**src/hdl/rv_alu_cfg.svh**
```systemverilog
`ifndef RV_ALU_CFG_SVH
`define RV_ALU_CFG_SVH

// Datapath and instruction word width
`define RV_XLEN 32

// Register file addressing
`define RV_REG_AW 5
`define RV_NUM_REGS 32

// Decoded operations buffered between decode and execute
`define RV_QUEUE_DEPTH 4

`endif

```
**src/hdl/rv_alu_pkg.sv**
```systemverilog
`default_nettype none

`include "rv_alu_cfg.svh"

package rv_alu_pkg;

    // Data and instruction words
    typedef logic [`RV_XLEN-1:0] word_t;

    // Register index
    typedef logic [`RV_REG_AW-1:0] reg_addr_t;

    // Shift amount, low bits of operand b
    typedef logic [4:0] shamt_t;

    // ALU operations, PASS_B serves LUI
    typedef enum logic [3:0] {
        ALU_ADD    = 4'd0,
        ALU_SUB    = 4'd1,
        ALU_SLL    = 4'd2,
        ALU_SLT    = 4'd3,
        ALU_SLTU   = 4'd4,
        ALU_XOR    = 4'd5,
        ALU_SRL    = 4'd6,
        ALU_SRA    = 4'd7,
        ALU_OR     = 4'd8,
        ALU_AND    = 4'd9,
        ALU_PASS_B = 4'd10
    } alu_op_e;

    // Major opcodes kept from RV32I
    localparam logic [6:0] OPC_OP     = 7'b0110011;
    localparam logic [6:0] OPC_OP_IMM = 7'b0010011;
    localparam logic [6:0] OPC_LUI    = 7'b0110111;

endpackage

`default_nettype wire

```
**src/hdl/dec_op_if.sv**
```systemverilog
`timescale 1ns/1ps
`default_nettype none

interface dec_op_if;
    import rv_alu_pkg::*;

    logic      valid;
    alu_op_e   alu_op;
    reg_addr_t rd;
    reg_addr_t rs1;
    reg_addr_t rs2;
    word_t     imm;
    logic      use_imm;
    logic      rd_wren;
    logic      insn_vld;

    modport src (
        output valid, alu_op, rd, rs1, rs2, imm, use_imm, rd_wren, insn_vld
    );

    modport dst (
        input valid, alu_op, rd, rs1, rs2, imm, use_imm, rd_wren, insn_vld
    );

endinterface

`default_nettype wire

```
**src/hdl/insn_decoder.sv**
```systemverilog
`timescale 1ns/1ps
`default_nettype none

module insn_decoder (
    input  logic              clk_i,
    input  logic              rst_ni,
    input  logic              wb_cyc_i,
    input  logic              wb_stb_i,
    input  rv_alu_pkg::word_t wb_dat_i,
    output logic              wb_ack_o,
    input  logic              op_ready_i,
    dec_op_if.src             op
);
    import rv_alu_pkg::*;

    logic [6:0] opcode;
    logic [2:0] funct3;
    logic [6:0] funct7;
    word_t      imm_i;
    word_t      imm_u;
    logic       legal;

    assign opcode = wb_dat_i[6:0];
    assign funct3 = wb_dat_i[14:12];
    assign funct7 = wb_dat_i[31:25];
    assign imm_i  = {{20{wb_dat_i[31]}}, wb_dat_i[31:20]};
    assign imm_u  = {wb_dat_i[31:12], 12'b0};

    // A request is pending until acked; push lands on the accepting edge
    assign op.valid = wb_cyc_i & wb_stb_i & ~wb_ack_o;

    always_comb begin
        legal      = 1'b0;
        op.use_imm = 1'b0;
        op.imm     = imm_i;
        // Shared funct3 mapping for register and immediate forms
        case (funct3)
            3'b000:  op.alu_op = (opcode == OPC_OP && funct7[5]) ? ALU_SUB : ALU_ADD;
            3'b001:  op.alu_op = ALU_SLL;
            3'b010:  op.alu_op = ALU_SLT;
            3'b011:  op.alu_op = ALU_SLTU;
            3'b100:  op.alu_op = ALU_XOR;
            3'b101:  op.alu_op = funct7[5] ? ALU_SRA : ALU_SRL;
            3'b110:  op.alu_op = ALU_OR;
            default: op.alu_op = ALU_AND;
        endcase
        case (opcode)
            OPC_OP: begin
                legal = (funct7 == 7'b0000000) ||
                        (funct7 == 7'b0100000 && (funct3 == 3'b000 || funct3 == 3'b101));
            end
            OPC_OP_IMM: begin
                op.use_imm = 1'b1;
                if (funct3 == 3'b001) begin
                    legal = (funct7 == 7'b0000000);
                end else if (funct3 == 3'b101) begin
                    legal = (funct7 == 7'b0000000) || (funct7 == 7'b0100000);
                end else begin
                    legal = 1'b1;
                end
            end
            OPC_LUI: begin
                legal      = 1'b1;
                op.use_imm = 1'b1;
                op.imm     = imm_u;
                op.alu_op  = ALU_PASS_B;
            end
            default: legal = 1'b0;
        endcase
    end

    assign op.rs1      = wb_dat_i[19:15];
    assign op.rs2      = wb_dat_i[24:20];
    // Illegal words retire as no-ops targeting x0
    assign op.rd       = legal ? wb_dat_i[11:7] : '0;
    assign op.rd_wren  = legal;
    assign op.insn_vld = legal;

    always_ff @(posedge clk_i or negedge rst_ni) begin
        if (!rst_ni) begin
            wb_ack_o <= 1'b0;
        end else begin
            wb_ack_o <= op.valid & op_ready_i;
        end
    end

endmodule

`default_nettype wire

```
**src/hdl/op_queue.sv**
```systemverilog
`timescale 1ns/1ps
`default_nettype none

`include "rv_alu_cfg.svh"

module op_queue #(
    parameter int unsigned DEPTH = `RV_QUEUE_DEPTH
) (
    input  logic  clk_i,
    input  logic  rst_ni,
    dec_op_if.dst push,
    output logic  push_ready_o,
    dec_op_if.src head,
    input  logic  pop_i
);
    import rv_alu_pkg::*;

    localparam int unsigned AW = $clog2(DEPTH);

    // Entry storage, one array per field
    alu_op_e   op_mem   [DEPTH];
    reg_addr_t rd_mem   [DEPTH];
    reg_addr_t rs1_mem  [DEPTH];
    reg_addr_t rs2_mem  [DEPTH];
    word_t     imm_mem  [DEPTH];
    logic      uimm_mem [DEPTH];
    logic      wren_mem [DEPTH];
    logic      vld_mem  [DEPTH];

    logic [AW-1:0] wr_ptr;
    logic [AW-1:0] rd_ptr;
    logic [AW:0]   count;
    logic          do_push;
    logic          do_pop;

    assign push_ready_o = (count != (AW+1)'(DEPTH));
    assign head.valid   = (count != '0);
    assign do_push      = push.valid & push_ready_o;
    assign do_pop       = pop_i & head.valid;

    always_ff @(posedge clk_i) begin
        if (do_push) begin
            op_mem[wr_ptr]   <= push.alu_op;
            rd_mem[wr_ptr]   <= push.rd;
            rs1_mem[wr_ptr]  <= push.rs1;
            rs2_mem[wr_ptr]  <= push.rs2;
            imm_mem[wr_ptr]  <= push.imm;
            uimm_mem[wr_ptr] <= push.use_imm;
            wren_mem[wr_ptr] <= push.rd_wren;
            vld_mem[wr_ptr]  <= push.insn_vld;
        end
    end

    // Pointers wrap on their own since DEPTH is a power of two
    always_ff @(posedge clk_i or negedge rst_ni) begin
        if (!rst_ni) begin
            wr_ptr <= '0;
            rd_ptr <= '0;
            count  <= '0;
        end else begin
            if (do_push) wr_ptr <= wr_ptr + 1'b1;
            if (do_pop)  rd_ptr <= rd_ptr + 1'b1;
            if (do_push && !do_pop) begin
                count <= count + 1'b1;
            end else if (do_pop && !do_push) begin
                count <= count - 1'b1;
            end
        end
    end

    assign head.alu_op   = op_mem[rd_ptr];
    assign head.rd       = rd_mem[rd_ptr];
    assign head.rs1      = rs1_mem[rd_ptr];
    assign head.rs2      = rs2_mem[rd_ptr];
    assign head.imm      = imm_mem[rd_ptr];
    assign head.use_imm  = uimm_mem[rd_ptr];
    assign head.rd_wren  = wren_mem[rd_ptr];
    assign head.insn_vld = vld_mem[rd_ptr];

endmodule

`default_nettype wire

```
**src/hdl/alu.sv**
```systemverilog
`timescale 1ns/1ps
`default_nettype none

module alu (
    input  rv_alu_pkg::word_t   a_i,
    input  rv_alu_pkg::word_t   b_i,
    input  rv_alu_pkg::alu_op_e op_i,
    output rv_alu_pkg::word_t   y_o
);
    import rv_alu_pkg::*;

    shamt_t shamt;

    // Only the low five bits count for shifts
    assign shamt = b_i[4:0];

    always_comb begin
        case (op_i)
            ALU_ADD:    y_o = a_i + b_i;
            ALU_SUB:    y_o = a_i - b_i;
            ALU_SLL:    y_o = a_i << shamt;
            ALU_SLT:    y_o = word_t'($signed(a_i) < $signed(b_i));
            ALU_SLTU:   y_o = word_t'(a_i < b_i);
            ALU_XOR:    y_o = a_i ^ b_i;
            ALU_SRL:    y_o = a_i >> shamt;
            ALU_SRA:    y_o = word_t'($signed(a_i) >>> shamt);
            ALU_OR:     y_o = a_i | b_i;
            ALU_AND:    y_o = a_i & b_i;
            // LUI, immediate already shifted up
            ALU_PASS_B: y_o = b_i;
            default:    y_o = '0;
        endcase
    end

endmodule

`default_nettype wire

```
**src/hdl/exec_unit.sv**
```systemverilog
`timescale 1ns/1ps
`default_nettype none

`include "rv_alu_cfg.svh"

module exec_unit (
    input  logic                  clk_i,
    input  logic                  rst_ni,
    dec_op_if.dst                 op,
    output logic                  op_take_o,
    input  logic                  retire_rdy_i,
    output logic                  retire_vld_o,
    output logic                  retire_insn_vld_o,
    output rv_alu_pkg::reg_addr_t retire_rd_o,
    output rv_alu_pkg::word_t     retire_data_o
);
    import rv_alu_pkg::*;

    word_t     rf [`RV_NUM_REGS];

    // Result register, the single in-flight instruction
    logic      res_vld;
    logic      res_insn_vld;
    logic      res_rd_wren;
    reg_addr_t res_rd;
    word_t     res_data;

    logic      retire_fire;
    logic      fwd_ok;
    word_t     rs1_val;
    word_t     rs2_val;
    word_t     opb;
    word_t     alu_y;

    assign retire_fire = res_vld & retire_rdy_i;
    // Take the head when the result slot is free or emptying this cycle
    assign op_take_o   = op.valid & (~res_vld | retire_fire);

    // Register file write happens on retirement
    always_ff @(posedge clk_i or negedge rst_ni) begin
        if (!rst_ni) begin
            for (int i = 0; i < `RV_NUM_REGS; i++) begin
                rf[i] <= '0;
            end
        end else if (retire_fire && res_rd_wren && res_rd != '0) begin
            rf[res_rd] <= res_data;
        end
    end

    // Bypass from the result register, x0 never forwarded
    assign fwd_ok  = res_vld & res_rd_wren & (res_rd != '0);
    assign rs1_val = (op.rs1 == '0)                 ? '0       :
                     (fwd_ok && res_rd == op.rs1)   ? res_data : rf[op.rs1];
    assign rs2_val = (op.rs2 == '0)                 ? '0       :
                     (fwd_ok && res_rd == op.rs2)   ? res_data : rf[op.rs2];

    assign opb = op.use_imm ? op.imm : rs2_val;

    alu u_alu (
        .a_i  (rs1_val),
        .b_i  (opb),
        .op_i (op.alu_op),
        .y_o  (alu_y)
    );

    always_ff @(posedge clk_i or negedge rst_ni) begin
        if (!rst_ni) begin
            res_vld      <= 1'b0;
            res_insn_vld <= 1'b0;
            res_rd_wren  <= 1'b0;
            res_rd       <= '0;
            res_data     <= '0;
        end else if (op_take_o) begin
            res_vld      <= 1'b1;
            res_insn_vld <= op.insn_vld;
            res_rd_wren  <= op.rd_wren;
            res_rd       <= op.rd;
            // Illegal instructions retire with zero data
            res_data     <= op.insn_vld ? alu_y : '0;
        end else if (retire_fire) begin
            res_vld <= 1'b0;
        end
    end

    assign retire_vld_o      = res_vld;
    assign retire_insn_vld_o = res_insn_vld;
    assign retire_rd_o       = res_rd;
    assign retire_data_o     = res_data;

endmodule

`default_nettype wire

```
**src/hdl/rv_alu_core.sv**
```systemverilog
`timescale 1ns/1ps
`default_nettype none

`include "rv_alu_cfg.svh"

module rv_alu_core (
    input  logic                  clk_i,
    input  logic                  rst_ni,
    // Wishbone classic instruction slave
    input  logic                  wb_cyc_i,
    input  logic                  wb_stb_i,
    input  rv_alu_pkg::word_t     wb_dat_i,
    output logic                  wb_ack_o,
    // Retire trace port
    input  logic                  retire_rdy_i,
    output logic                  retire_vld_o,
    output logic                  retire_insn_vld_o,
    output rv_alu_pkg::reg_addr_t retire_rd_o,
    output rv_alu_pkg::word_t     retire_data_o
);

    logic op_ready;
    logic op_take;

    dec_op_if dec_op ();
    dec_op_if head_op ();

    insn_decoder u_insn_decoder (
        .clk_i      (clk_i),
        .rst_ni     (rst_ni),
        .wb_cyc_i   (wb_cyc_i),
        .wb_stb_i   (wb_stb_i),
        .wb_dat_i   (wb_dat_i),
        .wb_ack_o   (wb_ack_o),
        .op_ready_i (op_ready),
        .op         (dec_op.src)
    );

    op_queue #(
        .DEPTH (`RV_QUEUE_DEPTH)
    ) u_op_queue (
        .clk_i        (clk_i),
        .rst_ni       (rst_ni),
        .push         (dec_op.dst),
        .push_ready_o (op_ready),
        .head         (head_op.src),
        .pop_i        (op_take)
    );

    exec_unit u_exec_unit (
        .clk_i             (clk_i),
        .rst_ni            (rst_ni),
        .op                (head_op.dst),
        .op_take_o         (op_take),
        .retire_rdy_i      (retire_rdy_i),
        .retire_vld_o      (retire_vld_o),
        .retire_insn_vld_o (retire_insn_vld_o),
        .retire_rd_o       (retire_rd_o),
        .retire_data_o     (retire_data_o)
    );

endmodule

`default_nettype wire

```
**config.mk**
```make
export PLATFORM = sky130hd
export DESIGN_NAME = rv_alu_core
export DESIGN_NICKNAME = d
export VERILOG_FILES = /design/src/hdl/rv_alu_pkg.sv /design/src/hdl/dec_op_if.sv /design/src/hdl/insn_decoder.sv /design/src/hdl/op_queue.sv /design/src/hdl/alu.sv /design/src/hdl/exec_unit.sv /design/src/hdl/rv_alu_core.sv
export VERILOG_INCLUDE_DIRS = /design/src /design/src/hdl
export SDC_FILE = /design/constraint.sdc
export NUM_CORES = 2
export LEC_CHECK = 0
export BUFFER_PORTS_ARGS = -buffer_cell sky130_fd_sc_hd__buf_2
export CORE_MARGIN = 3
export CORE_UTILIZATION = 60
export DETAILED_ROUTE_END_ITERATION = 8
export MAX_ROUTING_LAYER = met4
export PLACE_DENSITY = 0.84
export SLEW_MARGIN = 15
export SYNTH_ARGS = -nofsm -noshare
export SYNTH_HDL_FRONTEND = slang
export SYNTH_SLANG_ARGS = --single-unit
```
**constraint.sdc**
```tcl
create_clock -name clk_i -period 11.6 [get_ports clk_i]
set_clock_uncertainty 0.15 [all_clocks]
set_input_delay 1.74 -clock clk_i [delete_from_list [all_inputs] [get_ports clk_i]]
set_output_delay 1.74 -clock clk_i [all_outputs]
set_load 0.02 [all_outputs]
```
# Yosys cells after proc, flatten, opt, wreduce, memory -nomap -nowiden
# Memories as Yosys holds them, arrays and structs flattened. A register that Yosys moved wholly into a read port is not among the register bits.
# Index checks and enable logic that the tools add are counted.
[totals]
ff_bits = 1066
ramBits = 216
in_bits = 37
output_inout_bits = 40
mem_count = 8
[classes]
addsub = 6
magnitude_cmp = 6
eq_ne = 23
shifts = 3
muxes = 32
bitwise_logic = 17
reduce_logical = 26
[memory_table]
columns = ["memory", "depth", "width", "read_ports", "rd_ports_with_merged_regs", "write_ports", "line_no", "text"]
rows = [
  ["u_op_queue.imm_mem", 4, 32, 1, 0, 1, "op_queue.sv:25", "word_t imm_mem [DEPTH];"],
  ["u_op_queue.rd_mem", 4, 5, 1, 1, 1, "op_queue.sv:22", "reg_addr_t rd_mem [DEPTH];"],
  ["u_op_queue.rs1_mem", 4, 5, 1, 0, 1, "op_queue.sv:23", "reg_addr_t rs1_mem [DEPTH];"],
  ["u_op_queue.rs2_mem", 4, 5, 1, 0, 1, "op_queue.sv:24", "reg_addr_t rs2_mem [DEPTH];"],
  ["u_op_queue.op_mem", 4, 4, 1, 0, 1, "op_queue.sv:21", "alu_op_e op_mem [DEPTH];"],
  ["u_op_queue.uimm_mem", 4, 1, 1, 0, 1, "op_queue.sv:26", "logic uimm_mem [DEPTH];"],
  ["2 more memories", "--", "--", "--", "--", "--", "--", ""],
]
[op_table]
columns = ["operator", "count"]
rows = [
  ["$bwmux 1024", 1],
  ["$mux 32", 11],
  ["$pmux 32 s11", 1],
  ["$bmux 32 s5", 2],
  ["$demux 32 s5", 1],
  ["$lt 32x32->1", 2],
  ["$add 32x32->32", 1],
  ["$and 32x32->32", 1],
  ["$or 32x32->32", 1],
  ["$shl 32x5->32", 1],
  ["$shr 32x5->32", 1],
  ["$sshr 32x5->32", 1],
  ["$sub 32x32->32", 1],
  ["$xor 32x32->32", 1],
  ["$mux 31", 1],
  ["$pmux 4 s7", 1],
  ["$eq 7x6->1 const B", 3],
  ["$ge 6x6->1 const B", 3],
  ["$not 5->6", 3],
  ["$eq 4x3->1 const B", 4],
  ["$eq 4x4->1 const B", 3],
  ["$eq 5x5->1", 2],
  ["$logic_not 5->1", 2],
  ["$eq 3x3->1 const B", 3],
  ["28 further kinds", 62],
]

# Depth between registers and ports, before layout
# An unclocked memory read counts as a cell.
[depth]
depth_word = 11
depth_mapped = 31
ltp_nobuf = 22

# Hierarchy
# A second synthesis with hierarchy kept.
[unflattened]
hier_cells = 5514
hier_area_um2 = 74682.9
[modules_own_cells]
columns = ["module", "instances", "cells_each", "area_per_inst_um2", "seq_area_each_um2"]
rows = [
  ["exec_unit", 1, 3825, 56974.6, 26625.5],
  ["alu", 1, 1277, 8874.8, 0.0],
  ["op_queue", 1, 317, 8202.9, 6661.4],
  ["insn_decoder", 1, 95, 630.6, 25.0],
]

# Least setup slack after synthesis
# No wires, ideal clock.
[synth_path]
path_kind = "register -> register"
startpoint = "register u_op_queue.rd_ptr[0]"
endpoint = "register u_exec_unit.res_data[0] (netlist: u_exec_unit.retire_data_o[0])"
setup_ns = 0.126
t_arrival_ns = 6.568
required_ns = 11.324
slack_ns = 4.756
path_stages_with_launch = 30
cell_sequence = "dfrtp_1 > buf_6 > mux4_2 > buf_6 > buf_6 > buf_6 > buf_6 > buf_4 > buf_2 > buf_2 > buf_2 > mux4_2 > nand2_1 > nand3_1 > a31oi_1 > o21ai_0 > a22oi_1 > inv_1 > ha_1 > clkbuf_1 > nor4_1 > nand2_1 > or3_1 > a21o_1 > a211o_1 > o311ai_0 > nand2_1 > o41ai_1 > and3_1 > a31oi_1"
[synth_via]
elab_chain_len = 11
[synth_lines]
columns = ["item", "line_no", "text"]
rows = [
  ["start: declaration", "op_queue.sv:31", "logic [AW-1:0] rd_ptr;"],
  ["start signal: assignment", "op_queue.sv:62", "if (do_pop) rd_ptr <= rd_ptr + 1'b1;"],
  ["$mem_v2 4x5", "--", ""],
  ["$not 5->6 (not written as such)", "exec_unit.sv:55", "(fwd_ok && res_rd == op.rs2) ? res_data : rf[op.rs2];"],
  ["$bmux 32 s5", "exec_unit.sv:55", ""],
  ["$mux 32 (not written as such) (2 in a row)", "exec_unit.sv:55", ""],
  ["$mux 32", "exec_unit.sv:55", ""],
  ["$mux 32", "exec_unit.sv:54", "assign rs2_val = (op.rs2 == '0) ? '0 :"],
  ["$mux 32", "exec_unit.sv:57", "assign opb = op.use_imm ? op.imm : rs2_val;"],
  ["$sub 32x32->32, or another cell as far along", "alu.sv:20", "ALU_SUB: y_o = a_i - b_i;"],
  ["$pmux 32 s11", "alu.sv:18", "case (op_i)"],
  ["$mux 32 *", "exec_unit.sv:79", "res_data <= op.insn_vld ? alu_y : '0;"],
  ["end signal: assignment", "exec_unit.sv:79", ""],
  ["end: declaration", "exec_unit.sv:26", "word_t res_data;"],
]
# Every way passes the cells marked *; elsewhere a longest branch is shown, timed or not. The select of a mux whose other input is x is not followed.
# A chain may end at the register's enable or synchronous reset.

# Worst setup path in the final report
[layout_path]
startpoint = "register u_op_queue.rd_ptr[1]"
endpoint = "register u_exec_unit.res_data[0] (netlist: u_exec_unit.retire_data_o[0])"
# The elaborated chain is that of the path after synthesis.

==> reports/metrics.csv <==
stage,metric,value,unit
sta,hold_violations,0,
sta,finalSetupTns,0,ps
critical_path,cpMaxStageDelayCell,nor2_1,
die,fp.coreArea,124300,µm²
clocking,post_cts_resized,0,
die,die_w,360.4,µm
job,drv_cap,0,
global_route,antenna_found_initial,10,
status,status,completed,
critical_path,crit_path_end_kind,register,
sta,worst_pin_slew,1318,ps
layout,drive_above_1_share,30.43,%
critical_path,path_cells,buf_4 > mux4_4 > xnor2_1 > and4_1 > o21ai_2 > buf_4 > nor2_1 > a22oi_1 > o21ai_0 > ha_1 > nor3_1 > nand2_1 > or3_1 > a21o_1 > a211o_1 > o311ai_0 > nand2_1 > o41ai_1 > and3_1 > a31oi_1,
yosys,synth_top_area_share,35.55,%
detailed_routing,antenna_left,0,
sta,period_minus_slack,9028,ps
clocking,cts.sinks,1283,
yosys,seq_area_frac_synth,44.00,%
sta,fin_ws,2572,ps
die,rows,129,
die,die-area,129900,µm²
critical_path,cp.depth,20,
place,placed_cells,7587,
sta,max_slew_margin,11.78,%
detailed_routing,initialDrtViolationCount,8889,
global_route,grt_pass1_vias,59650,
min_path,holdCritPathClass,reg -> reg,
clocking,cts_tree,yes,
global_route,grt_max_degree,176,
clocking,post_cts_buffers,0,
layout,layout.nets,6234,
clocking,cts.hold.buffers_added,0,
yosys,postSynth.asyncResetShare,83.48,%
clocking,clk_latency,810,ps
sta,period_share,77.83,%
yosys,yosys_warnings,0,
yosys,synth-edff-count,212,
yosys,mappedNetlistNets,6412,
die,die_h,360.4,µm
sta,final_max_slew_viol_count,0,
sta,rsz0062_at_grt,false,
detailed_routing,drtPass1Iterations,9,
layout,area.growth.synth_to_final,8.397,%
yosys,netlist_instances,6267,
clocking,root_buffer,clkbuf_16,
clocking,cts_htree_levels,4,
place,gp_congestion,1.054,
layout,layout.cells.non_filler,7836,
critical_path,cp_max_fo,51,
yosys,synth_flop_cell,dfrtp_1,
yosys,synthMostInstantiatedCell,dfrtp_1,
critical_path,worst-setup-path-type,reg -> reg,
sta,finalHoldWorstSlack,231.1,ps
critical_path,worstPathArrival,9560,ps
detailed_routing,wl_per_cell,34.94,µm
clocking,clk_pin_slew_worst_paths,70,ps
global_route,overflow,0,
place,dp_slack,2949,ps
place,port_buffers,76,
die,ios,77,
sta,finalSetupViolCount,0,
detailed_routing,post-route-drc-count,0,
yosys,avgSynthCellArea,12.03,µm²
min_path,worstHoldPathCells,0,
yosys,ys_top_cells_by_area,"dfrtp_1 (36%), mux2_2 (15%), mux4_2 (9.9%)",
critical_path,r2r_cells,20,
yosys,yosysTopAreaCell,dfrtp_1,
critical_path,slowest_delay,1050,ps
detailed_routing,viasPerCell,7.549,
yosys,ys_ff_latch,1283,
global_route,grt_pass1_wl,399.7,mm
yosys,synthTopCellsByCount,"dfrtp_1 (1071), mux2_2 (1004), mux2i_1 (709), nand2_1 (527), clkbuf_1 (387)",
detailed_routing,vias,59150,
die,initial_core_util,60.65,%
critical_path,cp_top_family,simple AND/OR/NAND/NOR gates,
critical_path,worstPathRequired,12130,ps
sta,fmax,110.8,MHz
global_route,grt_usage,42.87,%
critical_path,path_buf_inv,2,
clocking,cts_buffers,137,
detailed_routing,drt-total-wl,273.8,mm
yosys,syn_area,75380,µm²
yosys,synth_cell_types,93,
critical_path,start_kind,register,
clocking,cts_max_path_buffers,3,
place,post-dp-hpwl,169.1,mm
[per-layer routing]
metal  routed length (µm)  global-route usage, %
met5                    0                      -
met4                21810                  27.49
met3                36350                  13.74
met2               117000                  59.92
met1                98680                  53.90
[placed cells by master, fill, tap and decap left out, types with 105 or more instances in the layout]
cell       netlist  layout
nor2_1         224     202
ha_1           105     105
buf_4           32     188
o21ai_0        140     139
mux2i_1        709     709
edfxtp_1       212     212
dfrtp_1       1071    1069
mux4_2         330     322
nand2_1        527     524
clkbuf_16        0     141
a21oi_1        215     214
mux2_2        1004    1001
[final timing paths]
path                       slack (ps)                           end                 start
max                              2570  u_exec_unit.retire_data_o[0]  u_op_queue.rd_ptr[1]
min                               230          u_exec_unit.rf[1023]  u_exec_unit.rf[1023]
max reg2reg                      2570  u_exec_unit.retire_data_o[0]  u_op_queue.rd_ptr[1]
min reg2reg                       230          u_exec_unit.rf[1023]  u_exec_unit.rf[1023]
max in group asynchronous        7940          u_op_queue.rd_ptr[0]                rst_ni
min in group asynchronous         860           u_exec_unit.rf[798]                rst_ni
[flip-flops by register name, summed over array words and instances (netlist names)]
signal                         flops
u_op_queue.rd_ptr                  2
u_op_queue.op_mem                 16
u_op_queue.rs1_mem                20
u_exec_unit.rf                  1024
u_exec_unit.retire_rd_o            5
u_op_queue.rd_mem                 20
u_op_queue.wr_ptr                  2
u_exec_unit.retire_vld_o           1
u_op_queue.uimm_mem                4
u_op_queue.rs2_mem                20
u_op_queue.count                   3
u_op_queue.imm_mem               128
u_insn_decoder.wb_ack_o            1
u_exec_unit.retire_data_o         32
u_exec_unit.retire_insn_vld_o      1
u_op_queue.wren_mem                1
u_op_queue.vld_mem                 3
[per-stage QoR]
stage | area, µm² | utilization (%)
2_1_floorplan | 75380 | -
3_3_place_gp | 77140 | 62.07
3_5_place_dp | 77140 | 62.07
4_1_cts | 81690 | 65.73
5_1_grt | 81710 | 65.74
6_report | 81710 | 65.74
[area by class of cell]
class	count	area (µm²)
clock buffer	201	3984
timing repair buffer	272	1962
multi-input combinational	4286	39550
clock inverter	40	563.0
tap	1637	2048
sequential	1283	33170
inverter	109	410.4
fill	8751	42570
antenna	8	20.02
[cell families after synthesis]
family	Yosys count	share of synthesized area [%]
AO/OA/AOI/OAI	976	8.864
buffers and inverters	698	3.985
AND/OR/NAND/NOR	1133	6.739
adder cells (fa/ha/maj)	108	1.823
flip-flops	1283	44.00
XOR/XNOR	24	0.2789
multiplexers	2045	34.31
Power is left out: the tool's default activity adds up to more than one toggle a clock period on the data nets, which glitch-free logic cannot reach.
